<file path="config.mk">
export PLATFORM = sky130hd
export DESIGN_NAME = axis2ahb_top
export DESIGN_NICKNAME = d
export VERILOG_FILES = /design/src/axis2ahb_pkg.sv /design/src/axis2ahb_top.sv /design/src/ahb_sram.sv /design/src/axis2ahb.sv /design/src/axis_in_fifo.sv
export SDC_FILE = /design/constraint.sdc
export NUM_CORES = 2
export LEC_CHECK = 0
export ABC_AREA = 0
export BUFFER_PORTS_ARGS = -buffer_cell sky130_fd_sc_hd__buf_2
export CORE_MARGIN = 3
export CORE_UTILIZATION = 56
export CTS_CLUSTER_SIZE = 8
export DETAILED_ROUTE_END_ITERATION = 8
export PLACE_DENSITY_LB_ADDON = 0.08
export SLEW_MARGIN = 10
export SYNTH_ARGS = -nofsm -noshare
export SYNTH_HDL_FRONTEND = slang
export SYNTH_SLANG_ARGS = --single-unit
</file>
<file path="constraint.sdc">
create_clock -name clk_i -period 3.8 [get_ports clk_i]
set_input_delay 0 -clock clk_i [delete_from_list [all_inputs] [get_ports clk_i]]
set_output_delay 0 -clock clk_i [all_outputs]
set_load 0.05 [all_outputs]
</file>
<file path="src/axis2ahb_pkg.sv">
// shared types for the stream-to-AHB bridge
// struct widths are fixed by DATA_W and ADDR_W below, so module
// parameters DATA_WIDTH and ADDR_WIDTH must keep these values
`default_nettype none

package axis2ahb_pkg;

   localparam int unsigned DATA_W = 32;
   localparam int unsigned ADDR_W = 16;

   // AHB transfer types
   typedef enum logic [1:0] {
      IDLE   = 2'b00,
      BUSY   = 2'b01,
      NONSEQ = 2'b10,
      SEQ    = 2'b11
   } htrans_e;

   typedef enum logic [2:0] {
      WAIT_CONFIG = 3'd0,
      WAIT_DATA   = 3'd1,
      TRANSFER    = 3'd2,
      LAST_DATA   = 3'd3,
      ERROR       = 3'd4
   } adapter_state_e;

   typedef struct packed {
      logic [DATA_W-1:0] tdata;
      logic              tlast;
   } axis_beat_t;

   // start byte address of a write
   typedef struct packed {
      logic [ADDR_W-1:0] addr;
   } cfg_wr_t;

   // len is beats minus one
   typedef struct packed {
      logic [ADDR_W-1:0] addr;
      logic [ADDR_W-1:0] len;
   } cfg_rd_t;

   typedef struct packed {
      logic [ADDR_W-1:0]   haddr;
      htrans_e             htrans;
      logic                hwrite;
      logic [DATA_W-1:0]   hwdata;
      logic [DATA_W/8-1:0] hwstrb;
   } ahb_req_t;

   typedef struct packed {
      logic [DATA_W-1:0] hrdata;
      logic              hready;
      logic              hresp;
   } ahb_rsp_t;

endpackage

`default_nettype wire
</file>
<file path="src/axis2ahb_top.sv">
// stream buffer, AHB manager adapter and AHB memory in one pipeline
// DATA_WIDTH and ADDR_WIDTH must equal axis2ahb_pkg DATA_W and ADDR_W
// FIFO_DEPTH of 2 or more
`timescale 1ns/1ps
`default_nettype none

module axis2ahb_top #(
   parameter int DATA_WIDTH  = axis2ahb_pkg::DATA_W,
   parameter int ADDR_WIDTH  = axis2ahb_pkg::ADDR_W,
   parameter int FIFO_DEPTH  = 4,
   parameter int MEM_WORDS   = 64,
   parameter int WAIT_STATES = 1
) (
   input  logic                     clk_i,
   input  logic                     rst_n_i,
   input  axis2ahb_pkg::cfg_wr_t    cfg_wr_i,
   input  logic                     cfg_wr_valid_i,
   output logic                     cfg_wr_ready_o,
   input  axis2ahb_pkg::cfg_rd_t    cfg_rd_i,
   input  logic                     cfg_rd_valid_i,
   output logic                     cfg_rd_ready_o,
   input  axis2ahb_pkg::axis_beat_t in_beat_i,
   input  logic                     in_valid_i,
   output logic                     in_ready_o,
   output axis2ahb_pkg::axis_beat_t out_beat_o,
   output logic                     out_valid_o,
   input  logic                     out_ready_i,
   output logic                     busy_o
);
   import axis2ahb_pkg::*;

   axis_beat_t fifo_beat;
   logic       fifo_valid;
   logic       fifo_ready;
   ahb_req_t   ahb_req;
   ahb_rsp_t   ahb_rsp;

   axis_in_fifo #(
      .DEPTH(FIFO_DEPTH)
   ) u_fifo (
      .clk_i  (clk_i),
      .rst_n_i(rst_n_i),
      .beat_i (in_beat_i),
      .valid_i(in_valid_i),
      .ready_o(in_ready_o),
      .beat_o (fifo_beat),
      .valid_o(fifo_valid),
      .ready_i(fifo_ready)
   );

   axis2ahb #(
      .DATA_WIDTH(DATA_WIDTH),
      .ADDR_WIDTH(ADDR_WIDTH)
   ) u_adapter (
      .clk_i         (clk_i),
      .rst_n_i       (rst_n_i),
      .cfg_wr_i      (cfg_wr_i),
      .cfg_wr_valid_i(cfg_wr_valid_i),
      .cfg_wr_ready_o(cfg_wr_ready_o),
      .cfg_rd_i      (cfg_rd_i),
      .cfg_rd_valid_i(cfg_rd_valid_i),
      .cfg_rd_ready_o(cfg_rd_ready_o),
      .in_beat_i     (fifo_beat),
      .in_valid_i    (fifo_valid),
      .in_ready_o    (fifo_ready),
      .out_beat_o    (out_beat_o),
      .out_valid_o   (out_valid_o),
      .out_ready_i   (out_ready_i),
      .ahb_req_o     (ahb_req),
      .ahb_rsp_i     (ahb_rsp),
      .busy_o        (busy_o)
   );

   ahb_sram #(
      .DATA_WIDTH (DATA_WIDTH),
      .ADDR_WIDTH (ADDR_WIDTH),
      .MEM_WORDS  (MEM_WORDS),
      .WAIT_STATES(WAIT_STATES)
   ) u_sram (
      .clk_i    (clk_i),
      .rst_n_i  (rst_n_i),
      .ahb_req_i(ahb_req),
      .ahb_rsp_o(ahb_rsp)
   );

endmodule

`default_nettype wire

</file>
<file path="src/ahb_sram.sv">
// AHB subordinate word memory, full-width accesses only, no reset of contents
// word index at or above MEM_WORDS answers with the two-cycle error response
// MEM_WORDS * DATA_WIDTH/8 must fit in ADDR_WIDTH bits
`timescale 1ns/1ps
`default_nettype none

module ahb_sram #(
   parameter int DATA_WIDTH  = axis2ahb_pkg::DATA_W,
   parameter int ADDR_WIDTH  = axis2ahb_pkg::ADDR_W,
   parameter int MEM_WORDS   = 64,
   parameter int WAIT_STATES = 1
) (
   input  logic                   clk_i,
   input  logic                   rst_n_i,
   input  axis2ahb_pkg::ahb_req_t ahb_req_i,
   output axis2ahb_pkg::ahb_rsp_t ahb_rsp_o
);
   import axis2ahb_pkg::*;

   localparam int STRB_WIDTH = DATA_WIDTH / 8;
   localparam int BYTE_SHIFT = $clog2(STRB_WIDTH);
   localparam int IDX_W      = $clog2(MEM_WORDS);
   localparam int WCNT_W     = (WAIT_STATES > 0) ? $clog2(WAIT_STATES + 1) : 1;

   logic [DATA_WIDTH-1:0] mem_q [MEM_WORDS];
   logic [ADDR_WIDTH-1:0] word_idx;
   logic [IDX_W-1:0]      dp_idx_q;
   logic [WCNT_W-1:0]     wcnt_q;
   logic                  dp_act_q;
   logic                  dp_wr_q;
   logic                  dp_err_q;
   logic                  err_first_q;
   logic                  in_range;
   logic                  accept;
   logic                  hready;
   logic                  hresp;
   logic                  wr_en;

   assign word_idx = ahb_req_i.haddr >> BYTE_SHIFT;
   assign in_range = (word_idx < ADDR_WIDTH'(MEM_WORDS));

   // IDLE, BUSY and no pending phase all complete with zero wait
   assign hready = !dp_act_q ? 1'b1 : (dp_err_q ? !err_first_q : (wcnt_q == '0));
   assign hresp  = dp_act_q & dp_err_q;
   assign accept = hready && (ahb_req_i.htrans == NONSEQ || ahb_req_i.htrans == SEQ);
   assign wr_en  = dp_act_q & hready & dp_wr_q & ~dp_err_q;

   assign ahb_rsp_o = '{hrdata: mem_q[dp_idx_q], hready: hready, hresp: hresp};

   always_ff @(posedge clk_i or negedge rst_n_i) begin
      if (!rst_n_i) begin
         dp_act_q    <= 1'b0;
         dp_wr_q     <= 1'b0;
         dp_err_q    <= 1'b0;
         err_first_q <= 1'b0;
         wcnt_q      <= '0;
      end else if (hready) begin
         // next data phase starts from the address phase seen now
         dp_act_q    <= accept;
         dp_wr_q     <= ahb_req_i.hwrite;
         dp_err_q    <= accept & ~in_range;
         err_first_q <= accept & ~in_range;
         wcnt_q      <= WCNT_W'(WAIT_STATES);
      end else begin
         err_first_q <= 1'b0;
         if (wcnt_q != '0) wcnt_q <= wcnt_q - 1'b1;
      end
   end

   always_ff @(posedge clk_i) begin
      if (accept) dp_idx_q <= word_idx[IDX_W-1:0];
      if (wr_en) begin
         for (int b = 0; b < STRB_WIDTH; b++) begin
            if (ahb_req_i.hwstrb[b]) begin
               mem_q[dp_idx_q][8*b +: 8] <= ahb_req_i.hwdata[8*b +: 8];
            end
         end
      end
   end

   // error is always hready low then hready high, never alone
   a_err_second: assert property (@(posedge clk_i) disable iff (!rst_n_i)
      hresp && !hready |=> hresp && hready);

   a_err_first: assert property (@(posedge clk_i) disable iff (!rst_n_i)
      hresp && hready |-> $past(hresp && !hready));

endmodule

`default_nettype wire

</file>
<file path="src/axis2ahb.sv">
// AXI-Stream to AHB manager, undefined-length INCR bursts, full-width beats
// reads are issued one at a time so the single output register never overflows
// DATA_WIDTH and ADDR_WIDTH must equal the package defaults
`timescale 1ns/1ps
`default_nettype none

module axis2ahb #(
   parameter int DATA_WIDTH = axis2ahb_pkg::DATA_W,
   parameter int ADDR_WIDTH = axis2ahb_pkg::ADDR_W
) (
   input  logic                     clk_i,
   input  logic                     rst_n_i,
   input  axis2ahb_pkg::cfg_wr_t    cfg_wr_i,
   input  logic                     cfg_wr_valid_i,
   output logic                     cfg_wr_ready_o,
   input  axis2ahb_pkg::cfg_rd_t    cfg_rd_i,
   input  logic                     cfg_rd_valid_i,
   output logic                     cfg_rd_ready_o,
   input  axis2ahb_pkg::axis_beat_t in_beat_i,
   input  logic                     in_valid_i,
   output logic                     in_ready_o,
   output axis2ahb_pkg::axis_beat_t out_beat_o,
   output logic                     out_valid_o,
   input  logic                     out_ready_i,
   output axis2ahb_pkg::ahb_req_t   ahb_req_o,
   input  axis2ahb_pkg::ahb_rsp_t   ahb_rsp_i,
   output logic                     busy_o
);
   import axis2ahb_pkg::*;

   localparam int STRB_WIDTH = DATA_WIDTH / 8;
   localparam logic [ADDR_WIDTH-1:0] ADDR_STEP = ADDR_WIDTH'(STRB_WIDTH);

   adapter_state_e        state_q, state_d;
   htrans_e               htrans_q, htrans_d;
   logic [ADDR_WIDTH-1:0] haddr_q, haddr_d;
   logic                  hwrite_q, hwrite_d;
   logic [ADDR_WIDTH-1:0] len_q, len_d;
   logic                  drain_q, drain_d;
   logic                  out_valid_q, out_valid_d;
   logic                  dp_real_q;
   axis_beat_t            out_beat_q;
   logic [DATA_WIDTH-1:0] wbuf_q;
   logic [DATA_WIDTH-1:0] hwdata_q;
   logic [STRB_WIDTH-1:0] hwstrb_q;
   logic                  hready;
   logic                  addr_acc;
   logic                  err_first;
   logic                  pop;
   logic                  out_take;
   logic                  capture;
   logic                  wbuf_load;

   assign hready    = ahb_rsp_i.hready;
   assign addr_acc  = hready && (htrans_q == NONSEQ || htrans_q == SEQ);
   // first cycle of the two-cycle error response
   assign err_first = ahb_rsp_i.hresp & ~hready;
   assign pop       = in_valid_i & in_ready_o;
   assign out_take  = out_valid_q & out_ready_i;

   assign busy_o      = (state_q != WAIT_CONFIG);
   assign out_valid_o = out_valid_q;
   assign out_beat_o  = out_beat_q;
   assign ahb_req_o   = '{haddr: haddr_q, htrans: htrans_q, hwrite: hwrite_q,
                          hwdata: hwdata_q, hwstrb: hwstrb_q};

   always_comb begin
      state_d        = state_q;
      htrans_d       = htrans_q;
      haddr_d        = haddr_q;
      hwrite_d       = hwrite_q;
      len_d          = len_q;
      drain_d        = drain_q;
      out_valid_d    = out_valid_q & ~out_ready_i;
      capture        = 1'b0;
      wbuf_load      = 1'b0;
      in_ready_o     = 1'b0;
      cfg_wr_ready_o = 1'b0;
      cfg_rd_ready_o = 1'b0;

      // BUSY keeps the address of the next beat
      if (addr_acc) haddr_d = haddr_q + ADDR_STEP;

      case (state_q)
         WAIT_CONFIG: begin
            if (cfg_wr_valid_i) begin
               cfg_wr_ready_o = 1'b1;
               haddr_d        = cfg_wr_i.addr;
               hwrite_d       = 1'b1;
               state_d        = WAIT_DATA;
            end else if (cfg_rd_valid_i) begin
               cfg_rd_ready_o = 1'b1;
               haddr_d        = cfg_rd_i.addr;
               len_d          = cfg_rd_i.len;
               hwrite_d       = 1'b0;
               htrans_d       = NONSEQ;
               state_d        = TRANSFER;
            end
         end
         // first beat of a write opens the burst
         WAIT_DATA: begin
            in_ready_o = hready;
            if (pop) begin
               wbuf_load = 1'b1;
               htrans_d  = NONSEQ;
               state_d   = in_beat_i.tlast ? LAST_DATA : TRANSFER;
            end
         end
         TRANSFER: begin
            if (err_first) begin
               htrans_d = IDLE;
               drain_d  = hwrite_q;
               state_d  = ERROR;
            end else if (hwrite_q) begin
               in_ready_o = hready;
               if (pop) begin
                  wbuf_load = 1'b1;
                  htrans_d  = SEQ;
                  if (in_beat_i.tlast) state_d = LAST_DATA;
               end else if (hready) begin
                  htrans_d = BUSY;
               end
            end else if (hready) begin
               if (dp_real_q) begin
                  // read data lands in the output register
                  capture     = 1'b1;
                  out_valid_d = 1'b1;
                  if (len_q == '0) begin
                     htrans_d = IDLE;
                     state_d  = LAST_DATA;
                  end else begin
                     len_d    = len_q - 1'b1;
                     htrans_d = BUSY;
                  end
               end else if (htrans_q == BUSY && (!out_valid_q || out_ready_i)) begin
                  htrans_d = SEQ;
               end else if (addr_acc) begin
                  htrans_d = BUSY;
               end
            end
         end
         LAST_DATA: begin
            if (err_first) begin
               htrans_d = IDLE;
               drain_d  = 1'b0;
               state_d  = ERROR;
            end else if (hwrite_q) begin
               if (hready) begin
                  htrans_d = IDLE;
                  if (htrans_q == IDLE) state_d = WAIT_CONFIG;
               end
            end else if (out_take) begin
               state_d = WAIT_CONFIG;
            end
         end
         // a failed write discards beats up to its tlast
         ERROR: begin
            in_ready_o = drain_q;
            if (pop && in_beat_i.tlast) drain_d = 1'b0;
            if (hready && (!drain_q || (pop && in_beat_i.tlast))) begin
               state_d = WAIT_CONFIG;
            end
         end
         default: begin
            state_d = WAIT_CONFIG;
         end
      endcase
   end

   always_ff @(posedge clk_i or negedge rst_n_i) begin
      if (!rst_n_i) begin
         state_q     <= WAIT_CONFIG;
         htrans_q    <= IDLE;
         haddr_q     <= '0;
         hwrite_q    <= 1'b0;
         len_q       <= '0;
         drain_q     <= 1'b0;
         out_valid_q <= 1'b0;
         dp_real_q   <= 1'b0;
      end else begin
         state_q     <= state_d;
         htrans_q    <= htrans_d;
         haddr_q     <= haddr_d;
         hwrite_q    <= hwrite_d;
         len_q       <= len_d;
         drain_q     <= drain_d;
         out_valid_q <= out_valid_d;
         if (hready) dp_real_q <= addr_acc;
      end
   end

   always_ff @(posedge clk_i) begin
      if (wbuf_load) wbuf_q <= in_beat_i.tdata;
      // write data follows its address phase by one bus cycle
      if (hready) begin
         hwdata_q <= wbuf_q;
         hwstrb_q <= {STRB_WIDTH{addr_acc & hwrite_q}};
      end
      if (capture) begin
         out_beat_q.tdata <= ahb_rsp_i.hrdata;
         out_beat_q.tlast <= (len_q == '0);
      end
   end

   // a burst always opens with NONSEQ
   a_no_idle_to_seq: assert property (@(posedge clk_i) disable iff (!rst_n_i)
      htrans_q == IDLE |=> htrans_q != SEQ);

   a_out_stable: assert property (@(posedge clk_i) disable iff (!rst_n_i)
      out_valid_q && !out_ready_i |=> out_valid_q && out_beat_q === $past(out_beat_q));

endmodule

`default_nettype wire

</file>
<file path="src/axis_in_fifo.sv">
// stream beat buffer in front of the adapter, DEPTH must be 2 or more
// ready_o is registered, so it stays low for one cycle after reset
`timescale 1ns/1ps
`default_nettype none

module axis_in_fifo #(
   parameter int DEPTH = 4
) (
   input  logic                     clk_i,
   input  logic                     rst_n_i,
   input  axis2ahb_pkg::axis_beat_t beat_i,
   input  logic                     valid_i,
   output logic                     ready_o,
   output axis2ahb_pkg::axis_beat_t beat_o,
   output logic                     valid_o,
   input  logic                     ready_i
);
   import axis2ahb_pkg::*;

   localparam int PTR_W = $clog2(DEPTH);
   localparam int CNT_W = $clog2(DEPTH + 1);

   axis_beat_t       mem_q [DEPTH];
   logic [PTR_W-1:0] wr_ptr_q;
   logic [PTR_W-1:0] rd_ptr_q;
   logic [CNT_W-1:0] count_q;
   logic [CNT_W-1:0] count_d;
   logic             ready_q;
   logic             push;
   logic             pop;

   function automatic logic [PTR_W-1:0] ptr_inc(input logic [PTR_W-1:0] ptr);
      return (ptr == PTR_W'(DEPTH - 1)) ? '0 : ptr + 1'b1;
   endfunction

   assign push    = valid_i & ready_q;
   assign pop     = valid_o & ready_i;
   assign valid_o = (count_q != '0);
   assign ready_o = ready_q;
   assign beat_o  = mem_q[rd_ptr_q];

   always_comb begin
      count_d = count_q;
      if (push && !pop) begin
         count_d = count_q + 1'b1;
      end else if (pop && !push) begin
         count_d = count_q - 1'b1;
      end
   end

   always_ff @(posedge clk_i or negedge rst_n_i) begin
      if (!rst_n_i) begin
         wr_ptr_q <= '0;
         rd_ptr_q <= '0;
         count_q  <= '0;
         ready_q  <= 1'b0;
      end else begin
         if (push) wr_ptr_q <= ptr_inc(wr_ptr_q);
         if (pop) rd_ptr_q <= ptr_inc(rd_ptr_q);
         count_q <= count_d;
         // full next cycle blocks the producer
         ready_q <= (count_d != CNT_W'(DEPTH));
      end
   end

   always_ff @(posedge clk_i) begin
      if (push) mem_q[wr_ptr_q] <= beat_i;
   end

   // registered ready must never admit a beat into a full buffer
   a_no_push_full: assert property (@(posedge clk_i) disable iff (!rst_n_i)
      valid_i && ready_o |-> count_q < CNT_W'(DEPTH));

   // a pop always finds a stored beat, pointers differ unless full
   a_no_pop_empty: assert property (@(posedge clk_i) disable iff (!rst_n_i)
      pop |-> (rd_ptr_q != wr_ptr_q) || (count_q == CNT_W'(DEPTH)));

endmodule

`default_nettype wire

</file>
After elaboration in Yosys (flattened, before gate mapping)
Memory sizes are Yosys's and may differ from the RTL's. A register that Yosys moved wholly into a read port is not among the register bits.
Index checks and enable logic that the tools add are counted.
Widths: inputs -> output; s select.
{ "totals": {"register_bits": 125, "ram_bits": 2180, "output_inout_bits": 38, "word_cells": 207, "n_memories": 2} }
{ "memory_table": {"columns": ["name", "depth", "word_bits", "rd", "rd_ports_with_merged_regs", "wr", "line_no", "source"], "rows": [
  ["u_sram.mem_q", 64, 32, 1, 1, 1, "ahb_sram.sv:25", "logic [DATA_WIDTH-1:0] mem_q [MEM_WORDS];"],
  ["u_fifo.mem_q", 4, 33, 1, 0, 1, "axis_in_fifo.sv:23", "axis_beat_t mem_q [DEPTH];"]
]} }
{ "classes": {"n_addsub": 7, "order_cmp": 1, "n_eq_ne": 35, "muxes": 97, "n_bitwise": 16, "reduce_logical": 28} }
{ "ops": {"columns": ["op", "n"], "rows": [
  ["$mux 16", 11],
  ["$mux 3", 18],
  ["$mux 1", 46],
  ["$mux 2", 16],
  ["$pmux 16 s2", 1],
  ["$ne 4x1->1 const B", 5],
  ["$add 16x3->16 const B", 1],
  ["$logic_not 16->1", 1],
  ["$sub 16x1->16 const B", 1],
  ["$pmux 3 s5", 1],
  ["$lt 14x7->1 const B", 1],
  ["$ne 2x1->1 const B", 7],
  ["$ne 4x4->1 const B", 3],
  ["$and 1x1->1", 11],
  ["$reduce_and 11->1", 1],
  ["$ne 2x2->1 const B", 5],
  ["$reduce_and 9->1", 1],
  ["$reduce_bool 3->1", 3],
  ["$eq 2x2->1 const B", 4],
  ["$pmux 2 s4", 1],
  ["$reduce_and 8->1", 1],
  ["$eq 3x2->1 const B", 2],
  ["$logic_and 1x1->1", 6],
  ["$ne 3x1->1 const B", 2],
  ["other kinds (21)", 35]
]} }

Depth between registers and ports, before layout
{ "depth": {"word_depth": 13, "depth_mapped": 12, "ltp_nobuf": 8} }

Hierarchy
A second synthesis with hierarchy kept.
{ "hier_totals": {"cells_unflattened": 4501, "area_unflattened_um2": 91052.3} }
{ "by_module_without_submodules": {"columns": ["module", "n_inst", "cells_each", "area_per_inst_um2", "seq_area_each_um2"], "rows": [
  ["ahb_sram", 1, 3845, 79942.9, 61924.4],
  ["axis2ahb", 1, 431, 5800.6, 3968.8],
  ["axis_in_fifo", 1, 225, 5308.8, 4164.0]
]} }

Worst setup path before layout
OpenSTA, ideal clock, no wires.
{ "synth_timing": {"path_kind": "reg2reg", "from": "register u_sram.dp_idx_q[2]", "to": "memory u_sram.mem_q[12][0] (netlist name) (enable)", "setup_ns": 0.421, "arrival_ns": 3.159, "required_time_ns": 3.379, "path_slack_ns": 0.220, "path_stages_with_launch": 10, "n_path_buf": 7, "cell_sequence": "edfxtp_1 buf_6 buf_6 buf_6 buf_2 buf_2 buf_2 buf_2 nand3_1 nor2_1"} }
{ "synth_rtl": {"columns": ["element", "line_no", "source"], "rows": [
  ["from (decl)", "ahb_sram.sv:27", "logic [IDX_W-1:0] dp_idx_q;"],
  ["from (signal assigned)", "ahb_sram.sv:71", "if (accept) dp_idx_q <= word_idx[IDX_W-1:0];"],
  ["to (decl)", "ahb_sram.sv:25", null]
]} }
No word-level cell before the write port.

Worst setup path in the final report
{ "layout_timing": {"from": "register u_sram.dp_idx_q[1]", "to": "memory u_sram.mem_q[25][28] (netlist name) (enable)"} }
No word-level cell before the write port.

==> impl_results.md <==
* Most frequent CP cell: buf_4
* Syn avg cell area at 19.19 um2
* Buffers on Ports at 120
* Hold WS at 0.05873 ns
* CTS buffer count at 341
* TritonCTS clock tree: done
* Yosys top cell area share at 0.7664
* Clock power share at 0.294
* Nets at 5567
* GRT Max-Usage Layer: met2
* Synth unique cells at 76
* Antenna viol nets, final at 0
* Post-CTS setup buffer count at 0
* DR pass1 iterations at 6
* GP Congestion at 0.8586
* Core Util, Final at 0.6764
* Most frequent cells after synthesis: edfxtp_1 (2284), a221oi_1 (259), mux4_2 (242)
* R2r endpoint: u_sram.mem_q[25][28]
* Met2 usage at 0.5153
* Die width at between 400 and 500 um
* Reg-to-Reg Start: u_sram.dp_idx_q[1]
* DR WL/cell at 36.32 um
* Clock latency on the worst-skew pair at 0.94 ns
* FF+latch count, synth at 2335
* Syn nets at 4761
* Crit Path Max Fanout at 27
* Vias in the first global route at a little over 50k
* Global route overflow at 0
* DRC violations left at 0
* Final Hold Vio Count at 0
* Slowest CP cell: nor2_2
* Setup Crit Path Kind: flop to flop
* Total of warnings raised by yosys at 0
* Outcome: completed
* Synth area leader: edfxtp_1
* Pleak at 35.44 nW
* Comb power frac at 0.326
* Largest net degree at the start of global routing at 65
* Layout Skew at 0.06283 ns
* Multi-input gate area at 18620 um2
* RSZ-0062 raised after global routing: no
* Vias at 52.20k
* Post-synthesis sequential area ratio at 0.7807
* Final setup vio count at 0
* Hold Crit Class: primary input to flop
* Max-slew violation count at 0
* Worst stage delay on the critical path at 0.99 ns
* Seq pwr share at 0.380
* Internal power component at a little under 60 mW
* Maximum vdd drop at 620.4 uV
* Worst Path Required at 4.42 ns
* Area of the mapped netlist at between 80000 and 90000 um2
* Slew @ Worst Pin at 1.301 ns
* Die ar. at approximately 160000 um2
* Minimum clock period at 3.791 ns
* Crit-path cells: buf_12, or2b_1, nor2_2, nand2_1, buf_4, nor2_4, buf_4
* Setup TNS at 0 ns
* Global-route wire length before repair at 386500 um
* Ant diodes at 0
* Share of layout cells above drive strength 1 at 0.2548
* R2R Setup Slk at 0.009 ns
* Initial antenna violation count at 6
* Tcrit/Tclk final at 0.9975
* Post-synth EDFFs at between 2k and 2.5k
* FILL cells at 10.26k
* Count leader, synth: edfxtp_1
* Worst R2R Path Depth at 7
* Post-synth ARST share at 0.02184
* Ports at 125
* Critical Path AT at 4.41 ns
* CTS sink cnt at 2335
* Switching share of power at 0.3339
* Critical Path Start Type: flop
* P&R area growth vs syn at 19.85%
* CTS Root Buffer Type: clkbuf_16
* Core box area at 158600 um2
* Met1 Use GR at 0.4740
* Die Height at 405.8 um
* Final worst setup slack at a little over 0.009 ns
* CP endpoint kind: flop
* Pwr/cell area at 831.5 nW/um2
* Clock Pin Slew Worst Setup and Hold Paths at 0.05 ns
* Reg area at 69860 um2
* Maxcap violations at 0
* Vias per cell at 6.860
* P_sw at 29.77 mW
* Initial DRC count at 7520
* Final wirelength at 276400 um
* Clock buffer depth at 4
* Gate count of the mapped netlist at 4664
* Setup crit end: u_sram.mem_q[25][28]
* Synth Flop Type: edfxtp_1
* Site Rows at 146
* FMAX at 0.2638 GHz
* Worst slack at placement at 0.2247 ns
* HPWL after DPL at 162600 um
* Starting density of the core at 0.5644
* CTS H-tree lvls at 5
* Cells after DPL at roughly 7k
* Global Route Usage Sum at 0.3378
* Non-Filler Instances at 7609
* Leading post-synthesis cells by cell area: edfxtp_1 (77%), mux4_2 (6.1%), a221oi_1 (2.5%), mux2i_1 (2.3%), mux2_2 (1.6%)
* Crit path from: u_sram.dp_idx_q[1]
* Met3 usage at 0.06810
* Slew headroom at 0.1325
-- worst min path at each step --
stage / from / endpoint / slack [ns] / cells after the start
after floorplan: rst_n_i / u_adapter.drain_q / -0.30 / 0
after global placement: rst_n_i / u_fifo.wr_ptr_q[1] / 0.17 / 2
after detailed placement: rst_n_i / u_fifo.count_q[1] / 0.16 / 2
after CTS: cfg_rd_i[0] / u_adapter.len_q[0] / 0.0005 / 5
after global routing: cfg_rd_i[0] / u_adapter.len_q[0] / 0.05 / 5
final: cfg_rd_i[0] / u_adapter.len_q[0] / 0.06 / 5
-- power by group through the flow --
| stage | sequential, mW | clock (mW) | combinational (mW) |
|---|---|---|---|
| 4_1_cts | 33.9 | 26.5 | 28.7 |
| 5_1_grt | 34.0 | 27.6 | 30.3 |
| 3_5_place_dp | 34.4 | 0 | 28.2 |
| 3_3_place_gp | 34.3 | 0 | 27.9 |
| 6_report | 33.9 | 26.2 | 29.1 |
| 2_1_floorplan | 35.9 | 0 | 13.9 |
-- area by class of cell --
cell class                      count  share of cell area
Sequential cell                  2335              0.6514
Multi-Input combinational cell   2013              0.1736
Clock buffer                      405             0.08339
Timing Repair Buffer              761             0.06612
Tap cell                         2072             0.02417
Inverter                           18           0.0007466
Clock inverter                      5           0.0005483
-- logic make-up after synthesis --
| group | after synthesis | share of synthesized area |
|---|---|---|
| buffers and inverters | 316 | 0.01822 |
| XOR/XNOR | 16 | 0.001566 |
| multiplexers | 572 | 0.09964 |
| adder cells (fa/ha/maj) | 12 | 0.001622 |
| AND/OR/NAND/NOR | 530 | 0.02651 |
| flip-flops | 2335 | 0.7807 |
| AO/OA/AOI/OAI | 883 | 0.07178 |
-- routing by layer --
layer / part of all wire / up-vias
li1: - / 20901
met4: 0.052 / 2
met1: 0.37 / 26997
met5: 0.000051 / -
met2: 0.46 / 3706
met3: 0.11 / 594
-- stage by stage --
step                power, mW  instance area [um2]
global placement        62.20                96450
finish                  89.17               107300
floorplan               49.80                89490
global route            91.89               107300
CTS                     89.13               107200
detailed placement      62.58                96450
-- registers in the layout (all words and copies together), names as in the netlist, 2 cells and up --
| register | count |
|---|---|
| u_sram.mem_q | 2048 |
| u_fifo.mem_q | 132 |
| u_adapter.out_beat_o | 33 |
| u_adapter.hwdata_q | 32 |
| u_adapter.wbuf_q | 32 |
| u_adapter.len_q | 16 |
| u_adapter.haddr_q | 14 |
| u_sram.dp_idx_q | 6 |
| u_adapter.state_q | 3 |
| u_fifo.count_q | 3 |
| u_adapter.htrans_q | 2 |
| u_fifo.rd_ptr_q | 2 |
| u_fifo.wr_ptr_q | 2 |
-- critical path, delay by kind of cell, from the launching register on --
family	cells	cell delay (ns)
buf+inv	3	0.87
flops	1	0.57
simple gates	4	1.99
-- placed cells by master, fill, tap and decap left out, types with 26 or more instances in the layout --
cell type and instances:
o21ai_0 136, nand3_1 26, a221o_1 27, mux2_2 127, nand2_1 154, buf_4 364, a22oi_1 95, nor2_4 68
dfrtp_1 50, buf_12 98, nor2_1 162, edfxtp_1 2284, a21oi_1 106, buf_2 120, mux4_2 242, o22ai_1 90
clkbuf_1 56, a221oi_1 259, mux2i_1 202, clkbuf_16 349, dlygate4sd3_1 178
-- repair_timing --
action | in CTS | in global routing
hold buffers | 178 | 0
resized for setup | 0 | 2
setup endpoints to repair | 0 | 15
endpoints found under the hold margin | 357 | 0
(Power assumes the default switching activity.)
